===== config.mk =====
export PLATFORM = sky130hd
export DESIGN_NAME = cpu_core
export DESIGN_NICKNAME = d
export VERILOG_FILES = /design/src/common/rv_pkg.sv /design/src/common/dmem_if.sv /design/src/cpu_core.sv /design/src/control/cpu_control.sv /design/src/load_store.sv /design/src/alu.sv /design/src/decoder.sv /design/src/reg_file.sv
export VERILOG_INCLUDE_DIRS = /design/src /design/src/common
export SDC_FILE = /design/constraint.sdc
export NUM_CORES = 2
export LEC_CHECK = 0
export BUFFER_PORTS_ARGS = -buffer_cell sky130_fd_sc_hd__clkbuf_2
export CAP_MARGIN = 20
export CORE_MARGIN = 2
export CORE_UTILIZATION = 50
export DETAILED_ROUTE_END_ITERATION = 8
export GPL_TIMING_DRIVEN = 0
export PLACE_DENSITY = 0.66
export SYNTH_ARGS = -nofsm -noshare
export SYNTH_HDL_FRONTEND = slang
export SYNTH_SLANG_ARGS = --single-unit

===== constraint.sdc =====
create_clock -name clk -period 21.5 [get_ports clk]
set_clock_uncertainty 0.1 [all_clocks]
set_input_delay 1.075 -clock clk [delete_from_list [all_inputs] [get_ports clk]]
set_output_delay 1.075 -clock clk [all_outputs]
set_load 0.005 [all_outputs]

===== src/common/rv_params.svh =====
`ifndef RV_PARAMS_SVH
`define RV_PARAMS_SVH

// datapath widths
`define RV_XLEN         32
`define RV_REG_ADDR_W   5
`define RV_IMEM_ADDR_W  12
`define RV_DMEM_ADDR_W  12

// first fetch address after reset
`define RV_RESET_PC     12'h000

// major opcodes, instr[6:0]
`define RV_OP_ALU       7'b0110011
`define RV_OP_ALUI      7'b0010011
`define RV_OP_LUI       7'b0110111
`define RV_OP_AUIPC     7'b0010111
`define RV_OP_JAL       7'b1101111
`define RV_OP_JALR      7'b1100111
`define RV_OP_BRANCH    7'b1100011
`define RV_OP_LOAD      7'b0000011
`define RV_OP_STORE     7'b0100011
`define RV_OP_SYSTEM    7'b1110011

`endif

===== src/common/rv_pkg.sv =====
`include "rv_params.svh"

package rv_pkg;

    // data word and register index
    typedef logic [`RV_XLEN-1:0]        word_t;
    typedef logic [`RV_REG_ADDR_W-1:0]  reg_addr_t;

    // byte addresses into instruction and data memory
    typedef logic [`RV_IMEM_ADDR_W-1:0] iaddr_t;
    typedef logic [`RV_DMEM_ADDR_W-1:0] daddr_t;

    // one write enable per byte lane
    typedef logic [3:0]                 byte_en_t;

    typedef logic [2:0]                 funct3_t;

    // one instruction in flight, one state per step
    typedef enum logic [2:0] {
        st_fetch,
        st_fetch_wait,
        st_decode,
        st_execute,
        st_mem_wait,
        st_write,
        st_halt
    } ctrl_state_t;

endpackage


===== src/common/dmem_if.sv =====
`timescale 1ns/1ps

interface dmem_if;

    // request, valid for the one cycle that start is high
    logic            start;
    logic            is_store;
    rv_pkg::funct3_t funct3;
    rv_pkg::daddr_t  addr;
    rv_pkg::word_t   wdata;

    // response, rdata already extended
    logic            done;
    rv_pkg::word_t   rdata;

    modport ctrl (
        output start, is_store, funct3, addr, wdata,
        input  done, rdata
    );

    modport lsu (
        input  start, is_store, funct3, addr, wdata,
        output done, rdata
    );

endinterface


===== src/cpu_core.sv =====
`timescale 1ns/1ps

module cpu_core (
    input  logic                clk,
    input  logic                rstn,
    // instruction memory
    output logic                imem_req,
    output rv_pkg::iaddr_t      imem_addr,
    input  logic                imem_ack,
    input  rv_pkg::word_t       imem_rdata,
    // data memory
    output logic                dmem_req,
    output rv_pkg::daddr_t      dmem_addr,
    output rv_pkg::word_t       dmem_wdata,
    output rv_pkg::byte_en_t    dmem_be,
    input  logic                dmem_ack,
    input  rv_pkg::word_t       dmem_rdata,
    output logic                halted
);

    rv_pkg::reg_addr_t rf_raddr1;
    rv_pkg::reg_addr_t rf_raddr2;
    rv_pkg::word_t     rf_rdata1;
    rv_pkg::word_t     rf_rdata2;
    logic              rf_we;
    rv_pkg::reg_addr_t rf_waddr;
    rv_pkg::word_t     rf_wdata;

    rv_pkg::word_t     instr;
    rv_pkg::iaddr_t    pc;

    // decoder outputs
    rv_pkg::reg_addr_t dec_rd;
    rv_pkg::word_t     dec_imm;
    rv_pkg::funct3_t   dec_funct3;
    logic              dec_alu_alt;
    logic              is_alu;
    logic              is_lui;
    logic              is_auipc;
    logic              is_jal;
    logic              is_jalr;
    logic              is_branch;
    logic              is_load;
    logic              is_store;
    logic              is_halt;
    rv_pkg::word_t     dec_op_a;
    rv_pkg::word_t     dec_op_b;

    // alu inputs come from the stage registers
    rv_pkg::funct3_t   alu_funct3;
    logic              alu_alt;
    rv_pkg::word_t     alu_a;
    rv_pkg::word_t     alu_b;
    rv_pkg::word_t     cmp_a;
    rv_pkg::word_t     cmp_b;
    rv_pkg::word_t     alu_result;
    logic              branch_taken;

    dmem_if mem_bus ();

    cpu_control control0 (
        .clk          (clk),
        .rstn         (rstn),
        .imem_ack     (imem_ack),
        .imem_rdata   (imem_rdata),
        .imem_req     (imem_req),
        .imem_addr    (imem_addr),
        .halted       (halted),
        .is_alu       (is_alu),
        .is_lui       (is_lui),
        .is_auipc     (is_auipc),
        .is_jal       (is_jal),
        .is_jalr      (is_jalr),
        .is_branch    (is_branch),
        .is_load      (is_load),
        .is_store     (is_store),
        .is_halt      (is_halt),
        .rd           (dec_rd),
        .imm          (dec_imm),
        .funct3       (dec_funct3),
        .alu_alt      (dec_alu_alt),
        .op_a         (dec_op_a),
        .op_b         (dec_op_b),
        .rs1_data     (rf_rdata1),
        .rs2_data     (rf_rdata2),
        .alu_result   (alu_result),
        .branch_taken (branch_taken),
        .alu_funct3   (alu_funct3),
        .alu_alt_q    (alu_alt),
        .alu_a        (alu_a),
        .alu_b        (alu_b),
        .cmp_a        (cmp_a),
        .cmp_b        (cmp_b),
        .rf_we        (rf_we),
        .rf_waddr     (rf_waddr),
        .rf_wdata     (rf_wdata),
        .instr        (instr),
        .pc           (pc),
        .mem          (mem_bus.ctrl)
    );

    reg_file reg_file0 (
        .clk    (clk),
        .rstn   (rstn),
        .we     (rf_we),
        .waddr  (rf_waddr),
        .wdata  (rf_wdata),
        .raddr1 (rf_raddr1),
        .raddr2 (rf_raddr2),
        .rdata1 (rf_rdata1),
        .rdata2 (rf_rdata2)
    );

    decoder decoder0 (
        .instr     (instr),
        .pc        (pc),
        .rdata1    (rf_rdata1),
        .rdata2    (rf_rdata2),
        .raddr1    (rf_raddr1),
        .raddr2    (rf_raddr2),
        .rd        (dec_rd),
        .imm       (dec_imm),
        .funct3    (dec_funct3),
        .alu_alt   (dec_alu_alt),
        .is_alu    (is_alu),
        .is_lui    (is_lui),
        .is_auipc  (is_auipc),
        .is_jal    (is_jal),
        .is_jalr   (is_jalr),
        .is_branch (is_branch),
        .is_load   (is_load),
        .is_store  (is_store),
        .is_halt   (is_halt),
        .op_a      (dec_op_a),
        .op_b      (dec_op_b)
    );

    alu alu0 (
        .funct3       (alu_funct3),
        .alu_alt      (alu_alt),
        .op_a         (alu_a),
        .op_b         (alu_b),
        .cmp_a        (cmp_a),
        .cmp_b        (cmp_b),
        .result       (alu_result),
        .branch_taken (branch_taken)
    );

    load_store load_store0 (
        .clk        (clk),
        .rstn       (rstn),
        .lsu        (mem_bus.lsu),
        .dmem_req   (dmem_req),
        .dmem_addr  (dmem_addr),
        .dmem_wdata (dmem_wdata),
        .dmem_be    (dmem_be),
        .dmem_ack   (dmem_ack),
        .dmem_rdata (dmem_rdata)
    );

endmodule


===== src/control/cpu_control.sv =====
`timescale 1ns/1ps

`include "rv_params.svh"

module cpu_control (
    input  logic                clk,
    input  logic                rstn,
    // fetch port
    input  logic                imem_ack,
    input  rv_pkg::word_t       imem_rdata,
    output logic                imem_req,
    output rv_pkg::iaddr_t      imem_addr,
    output logic                halted,
    // decoded instruction
    input  logic                is_alu,
    input  logic                is_lui,
    input  logic                is_auipc,
    input  logic                is_jal,
    input  logic                is_jalr,
    input  logic                is_branch,
    input  logic                is_load,
    input  logic                is_store,
    input  logic                is_halt,
    input  rv_pkg::reg_addr_t   rd,
    input  rv_pkg::word_t       imm,
    input  rv_pkg::funct3_t     funct3,
    input  logic                alu_alt,
    input  rv_pkg::word_t       op_a,
    input  rv_pkg::word_t       op_b,
    input  rv_pkg::word_t       rs1_data,
    input  rv_pkg::word_t       rs2_data,
    // alu
    input  rv_pkg::word_t       alu_result,
    input  logic                branch_taken,
    output rv_pkg::funct3_t     alu_funct3,
    output logic                alu_alt_q,
    output rv_pkg::word_t       alu_a,
    output rv_pkg::word_t       alu_b,
    output rv_pkg::word_t       cmp_a,
    output rv_pkg::word_t       cmp_b,
    // register write port
    output logic                rf_we,
    output rv_pkg::reg_addr_t   rf_waddr,
    output rv_pkg::word_t       rf_wdata,
    // fetched instruction for the decoder
    output rv_pkg::word_t       instr,
    output rv_pkg::iaddr_t      pc,
    dmem_if.ctrl                mem
);

    rv_pkg::ctrl_state_t state;

    // decode to execute stage
    logic              alu_q;
    logic              lui_q;
    logic              auipc_q;
    logic              jal_q;
    logic              jalr_q;
    logic              branch_q;
    logic              load_q;
    logic              store_q;
    logic              halt_q;
    rv_pkg::reg_addr_t rd_q;
    rv_pkg::word_t     imm_q;
    rv_pkg::funct3_t   funct3_q;

    // execute to write-back
    logic              wen_q;
    rv_pkg::word_t     wb_q;
    rv_pkg::iaddr_t    next_pc_q;

    rv_pkg::iaddr_t    pc_plus4;

    assign pc_plus4  = pc + rv_pkg::iaddr_t'(4);
    assign imem_addr = pc;
    assign halted    = (state == rv_pkg::st_halt);

    // register write only in the write-back cycle
    assign rf_we    = (state == rv_pkg::st_write) && wen_q;
    assign rf_waddr = rd_q;
    assign rf_wdata = wb_q;

    // state, pc and the request strobes
    always_ff @(posedge clk) begin
        if (!rstn) begin
            state     <= rv_pkg::st_fetch;
            pc        <= `RV_RESET_PC;
            imem_req  <= 1'b0;
            mem.start <= 1'b0;
        end else begin
            imem_req  <= 1'b0;
            mem.start <= 1'b0;
            case (state)
                rv_pkg::st_fetch: begin
                    imem_req <= 1'b1;
                    state    <= rv_pkg::st_fetch_wait;
                end
                rv_pkg::st_fetch_wait: begin
                    if (imem_ack) begin
                        state <= rv_pkg::st_decode;
                    end
                end
                rv_pkg::st_decode: begin
                    state <= rv_pkg::st_execute;
                end
                rv_pkg::st_execute: begin
                    if (load_q || store_q) begin
                        mem.start <= 1'b1;
                        state     <= rv_pkg::st_mem_wait;
                    end else if (halt_q) begin
                        state <= rv_pkg::st_halt;
                    end else begin
                        state <= rv_pkg::st_write;
                    end
                end
                rv_pkg::st_mem_wait: begin
                    if (mem.done) begin
                        state <= rv_pkg::st_write;
                    end
                end
                rv_pkg::st_write: begin
                    pc    <= next_pc_q;
                    state <= rv_pkg::st_fetch;
                end
                default: begin
                    state <= rv_pkg::st_halt;
                end
            endcase
        end
    end

    // datapath registers, loaded by state
    always_ff @(posedge clk) begin
        case (state)
            rv_pkg::st_fetch_wait: begin
                if (imem_ack) begin
                    instr <= imem_rdata;
                end
            end
            rv_pkg::st_decode: begin
                alu_q      <= is_alu;
                lui_q      <= is_lui;
                auipc_q    <= is_auipc;
                jal_q      <= is_jal;
                jalr_q     <= is_jalr;
                branch_q   <= is_branch;
                load_q     <= is_load;
                store_q    <= is_store;
                halt_q     <= is_halt;
                rd_q       <= rd;
                imm_q      <= imm;
                funct3_q   <= funct3;
                // address, jalr and auipc sums all use add
                alu_funct3 <= (is_alu || is_branch) ? funct3 : 3'b000;
                alu_alt_q  <= alu_alt;
                alu_a      <= op_a;
                alu_b      <= op_b;
                cmp_a      <= rs1_data;
                cmp_b      <= rs2_data;
            end
            rv_pkg::st_execute: begin
                wen_q        <= alu_q || lui_q || auipc_q || jal_q || jalr_q || load_q;
                mem.is_store <= store_q;
                mem.funct3   <= funct3_q;
                mem.addr     <= rv_pkg::daddr_t'(alu_result);
                mem.wdata    <= cmp_b;
                if (lui_q) begin
                    wb_q <= imm_q;
                end else if (jal_q || jalr_q) begin
                    wb_q <= rv_pkg::word_t'(pc_plus4);
                end else begin
                    wb_q <= alu_result;
                end
                if (jal_q || (branch_q && branch_taken)) begin
                    next_pc_q <= pc + rv_pkg::iaddr_t'(imm_q);
                end else if (jalr_q) begin
                    next_pc_q <= rv_pkg::iaddr_t'(alu_result) & ~rv_pkg::iaddr_t'(1);
                end else begin
                    next_pc_q <= pc_plus4;
                end
            end
            rv_pkg::st_mem_wait: begin
                if (mem.done && load_q) begin
                    wb_q <= mem.rdata;
                end
            end
            default: begin
            end
        endcase
    end

endmodule


===== src/load_store.sv =====
`timescale 1ns/1ps

module load_store (
    input  logic             clk,
    input  logic             rstn,
    dmem_if.lsu              lsu,
    output logic             dmem_req,
    output rv_pkg::daddr_t   dmem_addr,
    output rv_pkg::word_t    dmem_wdata,
    output rv_pkg::byte_en_t dmem_be,
    input  logic             dmem_ack,
    input  rv_pkg::word_t    dmem_rdata
);

    logic [1:0]       off;
    rv_pkg::byte_en_t be;

    // kept for the load return
    logic [1:0]       off_q;
    rv_pkg::funct3_t  funct3_q;
    rv_pkg::word_t    lane_data;

    assign off = lsu.addr[1:0];

    always_comb begin
        case (lsu.funct3[1:0])
            2'b00:   be = 4'b0001 << off;
            2'b01:   be = 4'b0011 << off;
            default: be = 4'b1111;
        endcase
    end

    always_ff @(posedge clk) begin
        if (!rstn) begin
            dmem_req <= 1'b0;
        end else begin
            dmem_req <= lsu.start;
        end
    end

    always_ff @(posedge clk) begin
        if (lsu.start) begin
            dmem_addr  <= {lsu.addr[$bits(rv_pkg::daddr_t)-1:2], 2'b00};
            dmem_wdata <= lsu.wdata << {off, 3'b000};
            dmem_be    <= lsu.is_store ? be : 4'b0000;
            off_q      <= off;
            funct3_q   <= lsu.funct3;
        end
    end

    // addressed byte or halfword moved down to bit 0
    assign lane_data = dmem_rdata >> {off_q, 3'b000};

    always_comb begin
        case (funct3_q)
            3'b000:  lsu.rdata = {{24{lane_data[7]}}, lane_data[7:0]};
            3'b001:  lsu.rdata = {{16{lane_data[15]}}, lane_data[15:0]};
            3'b100:  lsu.rdata = {24'b0, lane_data[7:0]};
            3'b101:  lsu.rdata = {16'b0, lane_data[15:0]};
            default: lsu.rdata = dmem_rdata;
        endcase
    end

    assign lsu.done = dmem_ack;

endmodule


===== src/alu.sv =====
`timescale 1ns/1ps

module alu (
    input  rv_pkg::funct3_t funct3,
    input  logic            alu_alt,
    input  rv_pkg::word_t   op_a,
    input  rv_pkg::word_t   op_b,
    input  rv_pkg::word_t   cmp_a,
    input  rv_pkg::word_t   cmp_b,
    output rv_pkg::word_t   result,
    output logic            branch_taken
);

    logic [4:0] shamt;

    assign shamt = op_b[4:0];

    always_comb begin
        case (funct3)
            3'b000:  result = alu_alt ? op_a - op_b : op_a + op_b;
            3'b001:  result = op_a << shamt;
            3'b010:  result = rv_pkg::word_t'($signed(op_a) < $signed(op_b));
            3'b011:  result = rv_pkg::word_t'(op_a < op_b);
            3'b100:  result = op_a ^ op_b;
            3'b101:  result = alu_alt ? rv_pkg::word_t'($signed(op_a) >>> shamt)
                                      : op_a >> shamt;
            3'b110:  result = op_a | op_b;
            default: result = op_a & op_b;
        endcase
    end

    // branch compare works on the register values, not the operands
    always_comb begin
        case (funct3)
            3'b000:  branch_taken = (cmp_a == cmp_b);
            3'b001:  branch_taken = (cmp_a != cmp_b);
            3'b100:  branch_taken = ($signed(cmp_a) < $signed(cmp_b));
            3'b101:  branch_taken = ($signed(cmp_a) >= $signed(cmp_b));
            3'b110:  branch_taken = (cmp_a < cmp_b);
            3'b111:  branch_taken = (cmp_a >= cmp_b);
            default: branch_taken = 1'b0;
        endcase
    end

endmodule


===== src/decoder.sv =====
`timescale 1ns/1ps

`include "rv_params.svh"

module decoder (
    input  rv_pkg::word_t     instr,
    input  rv_pkg::iaddr_t    pc,
    input  rv_pkg::word_t     rdata1,
    input  rv_pkg::word_t     rdata2,
    output rv_pkg::reg_addr_t raddr1,
    output rv_pkg::reg_addr_t raddr2,
    output rv_pkg::reg_addr_t rd,
    output rv_pkg::word_t     imm,
    output rv_pkg::funct3_t   funct3,
    output logic              alu_alt,
    output logic              is_alu,
    output logic              is_lui,
    output logic              is_auipc,
    output logic              is_jal,
    output logic              is_jalr,
    output logic              is_branch,
    output logic              is_load,
    output logic              is_store,
    output logic              is_halt,
    output rv_pkg::word_t     op_a,
    output rv_pkg::word_t     op_b
);

    logic [6:0]    opcode;
    logic          is_alui;
    logic          use_imm;
    rv_pkg::word_t imm_i;
    rv_pkg::word_t imm_s;
    rv_pkg::word_t imm_b;
    rv_pkg::word_t imm_u;
    rv_pkg::word_t imm_j;

    assign opcode = instr[6:0];
    assign rd     = instr[11:7];
    assign funct3 = instr[14:12];
    assign raddr1 = instr[19:15];
    assign raddr2 = instr[24:20];

    assign imm_i = {{20{instr[31]}}, instr[31:20]};
    assign imm_s = {{20{instr[31]}}, instr[31:25], instr[11:7]};
    assign imm_b = {{19{instr[31]}}, instr[31], instr[7], instr[30:25], instr[11:8], 1'b0};
    assign imm_u = {instr[31:12], 12'b0};
    assign imm_j = {{11{instr[31]}}, instr[31], instr[19:12], instr[20], instr[30:21], 1'b0};

    // instruction class, is_alu covers register and immediate forms
    assign is_alu    = (opcode == `RV_OP_ALU) || is_alui;
    assign is_alui   = (opcode == `RV_OP_ALUI);
    assign is_lui    = (opcode == `RV_OP_LUI);
    assign is_auipc  = (opcode == `RV_OP_AUIPC);
    assign is_jal    = (opcode == `RV_OP_JAL);
    assign is_jalr   = (opcode == `RV_OP_JALR);
    assign is_branch = (opcode == `RV_OP_BRANCH);
    assign is_load   = (opcode == `RV_OP_LOAD);
    assign is_store  = (opcode == `RV_OP_STORE);
    // ebreak only, other system opcodes run as no-ops
    assign is_halt   = (opcode == `RV_OP_SYSTEM) && (instr[31:7] == 25'h0002000);

    always_comb begin
        if (is_store) begin
            imm = imm_s;
        end else if (is_branch) begin
            imm = imm_b;
        end else if (is_lui || is_auipc) begin
            imm = imm_u;
        end else if (is_jal) begin
            imm = imm_j;
        end else begin
            imm = imm_i;
        end
    end

    // sub and sra need funct7 bit 5; addi has no such bit
    assign alu_alt = ((opcode == `RV_OP_ALU) || (is_alui && funct3 == 3'b101)) ? instr[30]
                                                                              : 1'b0;

    assign use_imm = is_alui || is_load || is_store || is_jalr || is_auipc;
    assign op_a    = is_auipc ? rv_pkg::word_t'(pc) : rdata1;
    assign op_b    = use_imm ? imm : rdata2;

endmodule


===== src/reg_file.sv =====
`timescale 1ns/1ps

module reg_file (
    input  logic              clk,
    input  logic              rstn,
    input  logic              we,
    input  rv_pkg::reg_addr_t waddr,
    input  rv_pkg::word_t     wdata,
    input  rv_pkg::reg_addr_t raddr1,
    input  rv_pkg::reg_addr_t raddr2,
    output rv_pkg::word_t     rdata1,
    output rv_pkg::word_t     rdata2
);

    rv_pkg::word_t regs [32];

    always_ff @(posedge clk) begin
        if (!rstn) begin
            for (int i = 0; i < 32; i++) begin
                regs[i] <= '0;
            end
        end else if (we && waddr != '0) begin
            regs[waddr] <= wdata;
        end
    end

    // x0 reads as zero whatever the array holds
    assign rdata1 = (raddr1 == '0) ? '0 : regs[raddr1];
    assign rdata2 = (raddr2 == '0) ? '0 : regs[raddr2];

endmodule


### After elaboration in Yosys (flattened, before gate mapping)

Memories as Yosys holds them, arrays and structs flattened. A register that Yosys moved wholly into a read port is not among the register bits.
Index checks and enable logic that the tools add are counted.

| operators by class | value |
|---|---|
| $add $sub $neg | 4 |
| $lt $le $gt $ge | 6 |
| eq/ne operators | 34 |
| shifts and indexed selects | 7 |
| multiplexer cells | 36 |
| bitwise gates (word level) | 3 |
| reduce and logical (&&, ||, !) cells | 35 |

Operators by type and width:

| kind | number |
|---|---|
| 32-bit 2-to-1 mux | 9 |
| 32-bit case mux with 7 select lines | 1 |
| 32-bit < comparator | 4 |
| 32-bit case mux with 4 select lines | 1 |
| 31-bit 2-to-1 mux | 3 |
| 32-bit >= comparator | 2 |
| 32-bit case mux with 2 select lines | 1 |
| 32-bit by 5-bit << shifter with 32-bit output | 2 |
| 12-bit 2-to-1 mux | 3 |
| 32-bit adder | 1 |
| 32-bit AND | 1 |
| 32-bit equality test | 1 |
| 32-bit inequality test | 1 |
| 32-bit OR | 1 |
| 32-bit OR reduction | 1 |
| 32-bit by 5-bit >> shifter with 16-bit output | 1 |
| 32-bit by 5-bit >> shifter with 32-bit output | 1 |
| 32-bit by 5-bit >>> shifter with 32-bit output | 1 |
| 32-bit subtractor | 1 |
| 32-bit XOR | 1 |
| 3-bit equality test, second input constant | 10 |
| 7-bit equality test, second input constant | 4 |
| 25-bit by 14-bit equality test with 1-bit output, second input constant | 1 |
| 7-bit by 6-bit equality test with 1-bit output, second input constant | 3 |
| 27 further kinds | 70 |

| word-level totals | value |
|---|---|
| bits in registers | 375 |
| bits in writable memories | 1024 |
| output and inout bits | 63 |
| word-level logic and storage cells | 163 |
| memories kept | 1 |

Memory list:

| memory | words | width | read ports | clocked after Yosys merged registers in | wr ports | line | text |
|---|---|---|---|---|---|---|---|
| reg_file0.regs | 32 | 32 | 2 | 2 | 32 | reg_file.sv:15 | `rv_pkg::word_t regs [32];` |

### Longest topological paths before layout

| logic depth | value |
|---|---|
| depth after elaboration | 8 |
| mapped depth | 14 |
| mapped depth without buffers | 13 |

### Hierarchy

Synthesis repeated with hierarchy kept, for this count alone.

| unflattened totals | value |
|---|---|
| cell total of the unflattened synthesis | 6097 |
| area total of the unflattened synthesis | 79575.1 µm² |

Modules (own cells, without submodules):

| module | times used | cells each | area each (µm²) | seq. area each (µm²) |
|---|---|---|---|---|
| reg_file | 1 | 3509 | 54204.5 | 30749.5 |
| cpu_control | 1 | 686 | 11697.5 | 9529.1 |
| alu | 1 | 1442 | 9365.2 | 0.0 |
| load_store | 1 | 256 | 2840.2 | 1551.5 |
| decoder | 1 | 204 | 1467.7 | 0.0 |

### Worst setup path before layout

Ideal clock, no wire load.

| path | value |
|---|---|
| path type | reg2reg |
| start | register control0.state[1] |
| end | register control0.alu_a[0] (enable) |
| setup time | 0.981 ns |
| arrival | 13.702 ns |
| slack | 6.717 ns |
| cell stages (with the launch flop) | 3 |
| clock period less this slack | 14.783 ns |
| cells stage by stage | dfxtp_1 -> clkbuf_1 -> nor3b_1 |

| on the way | value |
|---|---|
| longest elaborated chain between the ends | 1 |

RTL lines:

| what | line | text |
|---|---|---|
| from (decl) | cpu_control.sv:51 | `rv_pkg::ctrl_state_t state;` |
| from (signal assigned) | cpu_control.sv:86 | `state <= rv_pkg::st_fetch;` |
| from (signal assigned) | cpu_control.sv:96 | `state <= rv_pkg::st_fetch_wait;` |
| from (signal assigned) | cpu_control.sv:100 | `state <= rv_pkg::st_decode;` |
| 3-bit by 2-bit equality test with 1-bit output | cpu_control.sv:134 | `case (state)` |
| to (signal assigned) | cpu_control.sv:156 | `alu_a <= op_a;` |
| to (decl) | cpu_control.sv:37 | `output rv_pkg::word_t alu_a,` |

Every way passes these cells.
A chain may end at the register's enable or synchronous reset.

### Final worst setup path

| path | value |
|---|---|
| start | register control0.alu_b[3] |
| end | register control0.wb_q[11] (netlist: control0.rf_wdata[11]), data pin |

| on the way | value |
|---|---|
| longest elaborated chain between the ends | 6 |

RTL lines:

| what | line | text |
|---|---|---|
| from (decl) | cpu_control.sv:38 | `output rv_pkg::word_t alu_b,` |
| from (signal assigned) | cpu_control.sv:157 | `alu_b <= op_b;` |
| 32-bit adder (tied with other cells) | alu.sv:20 | `3'b000: result = alu_alt ? op_a - op_b : op_a + op_b;` |
| 32-bit 2-to-1 mux, on equally long branches | alu.sv:20, alu.sv:25 |  |
| 32-bit case mux with 7 select lines * | alu.sv:19 | `case (funct3)` |
| 32-bit 2-to-1 mux * | cpu_control.sv:169 | `end else if (jal_q \|\| jalr_q) begin` |
| 32-bit 2-to-1 mux * | cpu_control.sv:167 | `if (lui_q) begin` |
| 32-bit case mux with 2 select lines * | cpu_control.sv:134 |  |
| to (signal assigned) | cpu_control.sv:168 | `wb_q <= imm_q;` |
| to (signal assigned) | cpu_control.sv:170 | `wb_q <= rv_pkg::word_t'(pc_plus4);` |
| to (signal assigned) | cpu_control.sv:172 | `wb_q <= alu_result;` |
| to (decl) | cpu_control.sv:69 | `rv_pkg::word_t wb_q;` |

Mark *: on every way between the ends. The rest lies on a longest branch, timed or not.

==> flow_summary.json <==
{
  "clkSinkCount": 1409,
  "p_leak_nw": 32.39,
  "clock_latency_ps": 820,
  "ctsHoldBuffers": 0,
  "p_int_mw": 5.030,
  "timing.fmax_mhz": 140.5,
  "core.rowCount": 146,
  "clk_pin_slew_worst_paths_ps": 60,
  "post-synth-top-count-cell": "edfxtp_1",
  "nFillCells": 12690,
  "critPathCaptureType": "flip-flop",
  "worst_slew_pin_slew_ps": 1254,
  "cts_setup_buffers": 0,
  "syn_to_final_growth_pct": 12.76,
  "worstPathMaxFanout": 11,
  "syn-cell-area_um2": 79660,
  "track_usage": 0.3991,
  "die_h_um": 403.1,
  "avgSynthCellArea_um2": 13.85,
  "synth_cell_types": 91,
  "firstDrtPassIters": 6,
  "synth-seq-area-share": 0.5276,
  "synth.area.top_cells": "edfxtp_1 52%, mux4_2 20%, and2_1 8.0%",
  "grt_max_degree": 42,
  "required_ps": 21830,
  "final.setup.worst_slack_ps": 14380,
  "routedWlPerCell_um": 38.81,
  "cts_root_buf": "clkbuf_16",
  "start_util": 0.5030,
  "p_clk_frac": 0.381,
  "instances_no_fill": 8367,
  "crit_family": "compound AO/OA/AOI/OAI gates",
  "ys_top_cells_by_count": "1381 x edfxtp_1, 1015 x and2_1, 698 x mux4_2",
  "dpl_cell_area_um2": 84740,
  "dieWidth_um": 403.1,
  "synthFlopType": "edfxtp_1",
  "slew-limit-headroom": 0.1641,
  "vdd_drop_max_mv": 0.09796,
  "postRouteAntennaNets": 0,
  "rsz0062_at_grt": "false",
  "fp.dieArea_um2": 162500,
  "cts_tree": "built",
  "core-area_um2": 158400,
  "maxCapViolations": 0,
  "first_global_vias": 53981,
  "place_ws_ps": 14810,
  "vias": 56790,
  "placed_cells_incl_taps": 8057,
  "synth_largest_area_cell": "edfxtp_1",
  "syn_inst": 5751,
  "hold_viol_final": 0,
  "slowest_stage": "clkbuf_1",
  "drt-initial-drc-count": 9284,
  "period_minus_slack_ps": 7118,
  "final_cell_area_um2": 89820,
  "grt_pass1_wl_um": 441300,
  "power.density_nw_per_um2": 77.27,
  "antenna_found_initial": 25,
  "via_per_inst": 6.787,
  "setup_violations": 0,
  "synth-edff-count": 1381,
  "critPathLaunchType": "flip-flop",
  "dpl.hpwl_um": 253300,
  "ctsLongestPathBuffers": 3,
  "grt_overflow": 0,
  "final_nets": 6362,
  "ys_async_sr_fraction": 0,
  "hold_depth": 0,
  "drive_above_1_share": 0.2172,
  "slew_viol_final": 0,
  "numPortBuffers": 128,
  "htree_levels": 4,
  "status": "completed",
  "swShare": 0.2752,
  "wl_um": 324700,
  "path_depth": 14,
  "synth_top_area_frac": 0.5206,
  "ys_warn_count": 0,
  "cp_cell_sequence": "clkbuf_1 > inv_2 > buf_1 > clkbuf_1 > ha_1 > nand2_2 > o311a_1 > o31a_1 > o311ai_0 > a31oi_1 > xnor2_1 > a21oi_1 > a2111o_1 > o21ai_0",
  "hold_class": "flip-flop to flip-flop",
  "ys_ff_latch": 1409,
  "cts_buffers": 153,
  "finalWeightedCongestion": 1.059,
  "switchingPower_mw": 1.910,
  "pin_count": 131,
  "reg2reg_depth": 14,
  "fin_util": 0.5671,
  "cts-resized-gates": 0,
  "cpPeakStageDelay_ps": 960,
  "crit_buf_inv": 4,
  "fin_setup_tns_ps": 0,
  "crit_path_frequent_cell": "clkbuf_1",
  "p_seq_frac": 0.462,
  "p_comb_frac": 0.157,
  "route.detailed.drc": 0,
  "criticalPathCategory": "flip-flop to flip-flop",
  "min_period_over_period": 0.3311,
  "cp.arrival_ps": 7450
}
worst register-to-register path, delay by kind of cell (launching register included):
kind,cells,cell delay [ps]
xor+xnor,1,150
flops,1,510
compound gates,7,2920
buf+inv,4,2500
fa+ha+maj,1,450
simple gates,1,110
cells in the final DEF (no fill, tap or decap), types with 31 or more instances in the layout:
| master | instances |
|---|---|
| clkbuf_1 | 420 |
| clkbuf_16 | 161 |
| nor3_1 | 50 |
| clkbuf_2 | 128 |
| ha_1 | 141 |
| nand2_1 | 213 |
| a21oi_1 | 225 |
| buf_1 | 40 |
| inv_1 | 147 |
| buf_2 | 73 |
| and2_1 | 1015 |
| nand3_1 | 49 |
| o21ai_0 | 119 |
| mux2i_1 | 123 |
| nor2_1 | 319 |
| conb_1 | 34 |
| nand2b_1 | 57 |
| mux4_2 | 698 |
| a211oi_1 | 34 |
| nor2b_1 | 53 |
| o21ai_4 | 31 |
| mux2_2 | 79 |
| edfxtp_1 | 1381 |
| clkinv_1 | 38 |
state kept, by name (all words and copies together), names as in the netlist, 4 cells and up, named ones only:
name / count
control0.alu_b: 32
control0.mem.addr: 12
load_store0.dmem_be: 4
control0.instr: 32
control0.rf_wdata: 32
load_store0.dmem_addr: 10
control0.next_pc_q: 12
control0.alu_a: 32
reg_file0.regs: 1024
control0.cmp_b: 32
control0.rf_waddr: 5
control0.mem.wdata: 32
load_store0.dmem_wdata: 32
control0.imem_addr: 12
control0.cmp_a: 32
control0.imm_q: 32
kinds of logic after synthesis:
group,after synthesis,share of synthesized area
simple gates,1861,0.1288
compound gates,725,0.05881
fa+ha+maj,144,0.02290
xor+xnor,36,0.003958
buf+inv,674,0.03372
flops,1409,0.5276
mux,901,0.2241
other cells,1,0.00004708
per-stage QoR:
step / hold WS [ps] / total power, mW
final: 315.1 / 6.941
after global routing: 325.2 / 7.070
after CTS: 299.5 / 6.906
after detailed placement: 304.5 / 4.308
after global placement: 301.3 / 4.291
after floorplan: 300.3 / 3.825
power groups by stage:
stage | logic, mW | clock network [mW] | registers, mW
detailed placement | 1.05 | 0 | 3.26
global route | 1.11 | 2.75 | 3.21
floorplan | 0.600 | 0 | 3.22
finish | 1.09 | 2.64 | 3.20
CTS | 1.06 | 2.65 | 3.20
global placement | 1.01 | 0 | 3.28
metal layers:
metal,wire length [µm],vias to the layer above,GRT usage,share of wire
li1,-,22764,-,-
met1,121200,29062,0.5473,0.37
met2,138300,4222,0.5678,0.43
met3,42480,738,0.1146,0.13
met4,22780,4,0.2363,0.070
met5,23,-,0,0.000071
worst paths after layout:
| path | startpoint | to | slack (ps) |
|---|---|---|---|
| setup / recovery | control0.alu_b[3] | control0.rf_wdata[11] | 14380 |
| hold / removal | control0.mem.addr[11] | load_store0.dmem_addr[11] | 320 |
| setup reg to reg | control0.alu_b[3] | control0.rf_wdata[11] | 14380 |
| hold reg to reg | control0.mem.addr[11] | load_store0.dmem_addr[11] | 320 |
layout make-up:
type / count / area (µm²) / share of cell area
buffer: 517 / 2102 / 0.02340
tap: 2072 / 2592 / 0.02886
sequential: 1409 / 42030 / 0.4679
antenna: 16 / 40.04 / 0.0004458
multi-input combinational: 3701 / 35430 / 0.3944
clock inverter: 90 / 740.7 / 0.008247
timing repair buffer: 211 / 2126 / 0.02367
inverter: 157 / 589.3 / 0.006561
clock buffer: 194 / 4173 / 0.04646
Power figures use the tool's default switching activity.
